## src/cache_pkg.sv

```systemverilog
package cache_pkg;

    // address layout, low to high: byte offset, word in line, set, tag
    localparam int BYTE_OFF_LEN = 2;
    localparam int WORD_OFF_LEN = 3;
    localparam int SET_ADDR_LEN = 3;
    localparam int TAG_ADDR_LEN = 10;
    localparam int UNUSED_LEN = 32 - TAG_ADDR_LEN - SET_ADDR_LEN - WORD_OFF_LEN - BYTE_OFF_LEN;

    localparam int LINE_WORDS = 1 << WORD_OFF_LEN;
    localparam int SET_CNT = 1 << SET_ADDR_LEN;

    typedef logic [31:0] word_t;

    // word 0 of the line sits in the most significant slot
    typedef logic [0:LINE_WORDS-1][31:0] line_t;

    // line number as memory sees it
    typedef struct packed {
        logic [TAG_ADDR_LEN-1:0] tag;
        logic [SET_ADDR_LEN-1:0] set;
    } line_addr_t;

    typedef struct packed {
        logic [UNUSED_LEN-1:0]   unused;
        logic [TAG_ADDR_LEN-1:0] tag;
        logic [SET_ADDR_LEN-1:0] set;
        logic [WORD_OFF_LEN-1:0] word;
        logic [BYTE_OFF_LEN-1:0] byte_off;
    } addr_fields_t;

    typedef union packed {
        logic [31:0]  raw;
        addr_fields_t fields;
    } cache_addr_u;

    typedef enum logic [1:0] {
        ST_BYTE,
        ST_HALF,
        ST_WORD
    } store_size_e;

    typedef struct packed {
        logic        write;
        store_size_e size;
        cache_addr_u addr;
        word_t       wdata;
    } cpu_cmd_t;

    typedef struct packed {
        logic       write;
        line_addr_t line_addr;
    } mem_cmd_t;

    typedef enum logic [1:0] {
        LOOKUP,
        WRITE_BACK,
        REFILL,
        RESPOND
    } ctrl_state_e;

endpackage

```

## src/cache_controller.sv

```systemverilog
module cache_controller
    import cache_pkg::*;
#(
    parameter int WAY_CNT = 4
)
(
    input  logic                    clk,
    input  logic                    rst_n,
    input  logic                    cpu_req,
    input  cpu_cmd_t                cpu_cmd,
    input  logic                    hit,
    input  logic                    victim_dirty,
    input  logic [TAG_ADDR_LEN-1:0] victim_tag,
    input  word_t                   rd_word,
    input  line_t                   victim_line,
    input  logic                    mem_ack,
    output logic                    cpu_ack,
    output word_t                   rdata,
    output logic                    store_en,
    output logic                    mark_dirty,
    output logic                    fill_en,
    output logic                    mem_req,
    output mem_cmd_t                mem_cmd,
    output line_t                   mem_wline
);

    ctrl_state_e state_q;

    logic     lookup_hit;
    logic     lookup_miss;
    logic     mem_done;
    logic     mem_idle;
    mem_cmd_t wb_cmd;
    mem_cmd_t refill_cmd;

    assign lookup_hit = (state_q == LOOKUP) && cpu_req && hit;
    assign lookup_miss = (state_q == LOOKUP) && cpu_req && !hit;

    // first half of the memory exchange done, or both sides back to idle
    assign mem_done = mem_req && mem_ack;
    assign mem_idle = !mem_req && !mem_ack;

    assign store_en = lookup_hit && cpu_cmd.write;
    assign mark_dirty = lookup_hit && cpu_cmd.write;
    // one cycle only, mem_req drops on the same edge
    assign fill_en = (state_q == REFILL) && mem_done;

    assign wb_cmd.write = 1'b1;
    assign wb_cmd.line_addr.tag = victim_tag;
    assign wb_cmd.line_addr.set = cpu_cmd.addr.fields.set;

    assign refill_cmd.write = 1'b0;
    assign refill_cmd.line_addr.tag = cpu_cmd.addr.fields.tag;
    assign refill_cmd.line_addr.set = cpu_cmd.addr.fields.set;

    always_ff @(posedge clk or negedge rst_n)
    begin
        if (!rst_n)
        begin
            state_q <= LOOKUP;
            cpu_ack <= 1'b0;
            mem_req <= 1'b0;
        end
        else
        begin
            case (state_q)
                LOOKUP:
                begin
                    if (lookup_hit)
                    begin
                        state_q <= RESPOND;
                        cpu_ack <= 1'b1;
                    end
                    else if (lookup_miss)
                    begin
                        state_q <= victim_dirty ? WRITE_BACK : REFILL;
                        mem_req <= 1'b1;
                    end
                end
                WRITE_BACK:
                begin
                    if (mem_done)
                    begin
                        mem_req <= 1'b0;
                    end
                    else if (mem_idle)
                    begin
                        state_q <= REFILL;
                        mem_req <= 1'b1;
                    end
                end
                REFILL:
                begin
                    if (mem_done)
                        mem_req <= 1'b0;
                    else if (mem_idle)
                        state_q <= LOOKUP;
                end
                RESPOND:
                begin
                    if (!cpu_req)
                    begin
                        state_q <= LOOKUP;
                        cpu_ack <= 1'b0;
                    end
                end
                default:
                    state_q <= LOOKUP;
            endcase
        end
    end

    always_ff @(posedge clk)
    begin
        if (lookup_hit && !cpu_cmd.write)
            rdata <= rd_word;

        // victim line is captured before the refill overwrites its way
        if (lookup_miss)
        begin
            mem_wline <= victim_line;
            mem_cmd <= victim_dirty ? wb_cmd : refill_cmd;
        end
        else if (state_q == WRITE_BACK && mem_idle)
        begin
            mem_cmd <= refill_cmd;
        end
    end

endmodule

```

## config.mk

```make
export PLATFORM = sky130hd
export DESIGN_NAME = cache_controller
export DESIGN_NICKNAME = d
export VERILOG_FILES = /design/src/cache_pkg.sv /design/src/cache_controller.sv
export SDC_FILE = /design/constraint.sdc
export NUM_CORES = 1
export LEC_CHECK = 0
export BUFFER_PORTS_ARGS = -buffer_cell sky130_fd_sc_hd__buf_2
export CAP_MARGIN = 15
export CORE_AREA = 2 2 264 266
export CTS_CLUSTER_DIAMETER = 60
export DETAILED_ROUTE_END_ITERATION = 10
export DIE_AREA = 0 0 266 268
export PLACE_DENSITY_LB_ADDON = 0.05
export REMOVE_ABC_BUFFERS = 1
export SLEW_MARGIN = 0
export SYNTH_ARGS = -nofsm -noshare
export SYNTH_HDL_FRONTEND = slang
export SYNTH_SLANG_ARGS = --single-unit
export TNS_END_PERCENT = 20
```

## constraint.sdc

```tcl
create_clock -name clk -period 9.9 [get_ports clk]
set_input_delay 0.495 -clock clk [delete_from_list [all_inputs] [get_ports clk]]
set_output_delay 0.495 -clock clk [all_outputs]
set_load 0.02 [all_outputs]
```

# After elaboration in Yosys (flattened, before gate mapping)
# Index checks and enable logic that the tools add are counted.
# totals
ff_bits	306
output_inout_bits	307
word_cells	70
# op_classes
reduce_logical	20
mux	21
eq_ne	14
# ops
operator	n
14-bit 2-to-1 mux	3
2-bit inequality test, second input constant	9
2-bit 2-to-1 mux	8
1-bit logical AND	9
2-bit case mux with 4 select lines	1
1-bit 2-to-1 mux	7
3-bit inequality test, second input constant	2
6-bit AND reduction	1
5-bit AND reduction	1
2-bit equality test, second input constant	2
1-bit logical NOT	4
2-bit nonzero test	2
1-bit case mux with 3 select lines	1
3-bit AND reduction	1
3-bit nonzero test	1
2-bit by 1-bit equality test with 1-bit output, second input constant	1
2-bit logical NOT	1
1-bit case mux with 2 select lines	1

# Depth between registers and ports, before layout
# logic_depth
word_depth	6
ltp_mapped	5

# Least setup slack after synthesis
# Ideal clock, no wire load.
# synth_timing
path_kind	input port to flip-flop
from	input port cpu_req
to	register mem_wline[0] (netlist bit), enable pin
path_stages	2
path_slack_ns	2.781
arrival_ns	6.469
n_path_buf	0
setup_time_ns	0.650
required_time_ns	9.250
cell_sequence	nor2b_1 -> and2_1
# synth_via
elab_chain_cells	2
# synth_lines
item	line_no	source
from (decl)	cache_controller.sv:9	input logic cpu_req,
1-bit logical AND (2 in series)	cache_controller.sv:37	assign lookup_miss = (state_q == LOOKUP) && cpu_req && !hit;
net lookup_miss	cache_controller.sv:30	logic lookup_miss;
to (signal assigned)	cache_controller.sv:121	mem_wline <= victim_line;
to (decl)	cache_controller.sv:24	output line_t mem_wline
# The timed path passes the listed nets, and every way through them passes these cells.
# A chain may end at the register's enable or synchronous reset.

# Final worst setup path
# layout_timing
from	register state_q[0]
to	register mem_wline[241] (netlist bit), enable pin
# layout_via
elab_chain_cells	3
# layout_lines
item	line_no	source
from (decl)	cache_controller.sv:27	ctrl_state_e state_q;
from (signal assigned)	cache_controller.sv:76	state_q <= victim_dirty ? WRITE_BACK : REFILL;
2-bit logical NOT	cache_controller.sv:37	
1-bit logical AND (2 in series)	cache_controller.sv:37	
net lookup_miss	cache_controller.sv:30	
# The timed path passes the listed nets, and every way through them passes these cells.

==> results.yml <==
global_route:
  grt_pass1_wl_mm: 50.5
  gr-total-overflow: 0
  grt_max_degree: 144
  grt_pass1_vias: 6491
  grtUsageTotal_pct: 10.2
  antenna_found_initial: 12
timing:
  timing_hold_violations_final: 0
  period_share_pct: 27.8
  relSlewSlack_pct: 17.6
  fin_worst_skew_ns: 0.0197
  rsz0062_at_grt: "false"
  maxSlewViolCount: 0
  setup_viol: 0
  setup_tns_ns: 0
  tightest_slew_ns: 1.24
  fmax_ghz: 0.364
  min_period_ns: 2.75
  worst_slack_ns: 7.15
synth:
  synth_area_leaders: "edfxtp_1, mux2_4, dfrtp_1"
  synth_top_area_share_pct: 94.4
  post_synth_num_cell_types: 28
  synth_most_common_cell: "edfxtp_1"
  synthFlopType: "edfxtp_1"
  synth_edf_count: 302
  yosys-top-cells-count: "edfxtp_1, mux2_4, inv_1, nor2_1, dfrtp_1"
  ys.warnings.count: 0
  syn-mean-instance-area_um2: 26.9
  synthCells: 357
  ys_async_sr_fraction_pct: 1.31
  netlist_area_mm2: 0.00960
  ys_ff_latch: 306
  yosys.area.top_type: "edfxtp_1"
  ys_seq_area_share_pct: 95.5
die:
  die_w_um: 266
  ios: 678
  start_util_pct: 14.1
  die_h_um: 268
  core_area_mm2: 0.0682
  rows: 96
  dieArea_mm2: 0.0713
routing:
  avgViaCountPerCell: 3.16
  vias: 6146
  wirelength_mm: 38.0
  ant_nets: 0
  avgRoutedWirePerCell_um: 19.6
  first_iter_violations: 250
  drc: 0
  first_pass_iters: 4
place:
  io_buffers: 624
  place.gp.congestion: 0.720
  post-place-ws_ns: 6.95
  dp_hpwl_mm: 29.9
clock_network:
  cts_buffer_depth: 3
  cts_resized: 0
  clk_latency_ns: 0.55
  clkSlewWorstSetupHoldPaths_ns: 0.06
  cts_tree: "yes"
  clockRootBuffer: "clkbuf_16"
  htree_num_levels: 2
  cts-buffers-inserted: 43
  cts_sinks: 306
worst_setup_path:
  crit_fanout: 143
  startpoint_type: "register"
  crit_family: "simple AND/OR/NAND/NOR gates"
  cp_cell_sequence: "nor2_4 -> and2_4 -> buf_12"
  critPathBufInv: 1
  critical_path_class: "register to register"
  cp-end-kind: "register"
  cp.required_ns: 10.05
  arrival_ns: 2.89
  crit_slowest_cell: "and2_4"
  max_stage_delay_ns: 0.61
outcome:
  outcome: "completed"
final_layout:
  fillers: 7343
  area_growth_pct: 58.2
  multiInputGateArea_um2: 380
  drive_gt1_share_pct: 66.7
  layout.area.seq_mm2: 0.00917
  final_nets: 1400
power_and_ir_drop:
  p_leak_uw: 0.00615
  worst_ir_drop_vdd_mv: 0.102
  power_density_mw_per_mm2: 239
job:
  maxCapViolations: 0
min_path:
  hp-class: "primary input to register"
report_power, final:
group          total, uW  internal [uW]  switching [uW]  leakage (uW)
Clock               1470            885             587      0.000651
Combinational        518            159             358       0.00270
Sequential          1650           1600            42.9       0.00281
Total               3640           2650             988       0.00615
what timing repair did:
item / in CTS / in global routing
hold endpoints to repair: 4 / 0
hold buffers: 1 / 0
setup buffers: 0 / 0
stage by stage:
step | total power [uW] | utilization, % | cell area [um^2] | hold WS, ns | cells
floorplan | 1980 | - | 9560 | 0.199 | 353
global placement | 2220 | 20.3 | 13800 | 0.316 | 1863
detailed placement | 2210 | 20.3 | 13800 | 0.319 | 1863
CTS | 3750 | 22.3 | 15200 | 0.0515 | 1941
global route | 3820 | 22.3 | 15200 | 0.0633 | 1941
finish | 3640 | 22.3 | 15200 | 0.113 | 1942
layout by cell type, fill, tap and decap left out, types with 2 or more instances in the layout:
| cell | instances |
|---|---|
| buf_2 | 624 |
| edfxtp_1 | 302 |
| clkbuf_16 | 45 |
| clkbuf_1 | 12 |
| mux2_4 | 9 |
| clkinv_2 | 8 |
| inv_1 | 5 |
| nor2_1 | 4 |
| dfrtp_1 | 4 |
| nor2b_1 | 3 |
| nand3_1 | 3 |
| inv_6 | 3 |
| clkinv_1 | 3 |
| clkinvlp_4 | 3 |
| buf_4 | 3 |
| a21o_1 | 2 |
| ha_1 | 2 |
| bufinv_16 | 2 |
metal layers:
layer	routed length, um	vias up	global-route usage [%]
met3	4910	71	6.02
met1	11800	2928	9.17
li1	-	2791	-
met5	116	-	0
met2	20400	338	19.0
met4	769	18	2.72
layout make-up:
| type | instances | share of cell area [%] |
|---|---|---|
| Multi-Input combinational cell | 42 | 2.50 |
| Tap cell | 882 | 7.27 |
| Clock buffer | 57 | 7.71 |
| Antenna cell | 1 | 0.0165 |
| Timing Repair Buffer | 629 | 20.9 |
| Clock inverter | 20 | 1.11 |
| Inverter | 5 | 0.124 |
| Sequential cell | 306 | 60.4 |
registers in the layout (all words and copies together), names as in the netlist:
name and flops:
mem_req 1, mem_wline 256, rdata 32, state_q 2
mem_cmd 14, cpu_ack 1
worst reg2reg max path, cell delays in order (launching register included):
cell and delay [ns]:
dfrtp_1 0.52, nor2_4 0.22, and2_4 0.61, buf_12 0.48
final timing paths:
path                                        from             end  slack, ns  depth (start not counted)
worst max-delay path                  state_q[0]  mem_wline[241]       7.15                          3
worst min-delay path            victim_line[191]  mem_wline[191]       0.11                          1
worst max register to register        state_q[0]  mem_wline[241]       7.15                          3
worst min register to register           cpu_ack         cpu_ack       0.54                          1
max in group asynchronous                  rst_n         cpu_ack       9.48                          2
min in group asynchronous                  rst_n      state_q[1]       0.29                          2
logic make-up after synthesis:
family | share of synthesized area, %
flip-flops | 95.5
AND/OR/NAND/NOR | 1.41
multiplexers | 1.63
buffers and inverters | 0.625
AO/OA/AOI/OAI | 0.612
adder cells (fa/ha/maj) | 0.261
Note: power is estimated with default switching activity, not from simulation.
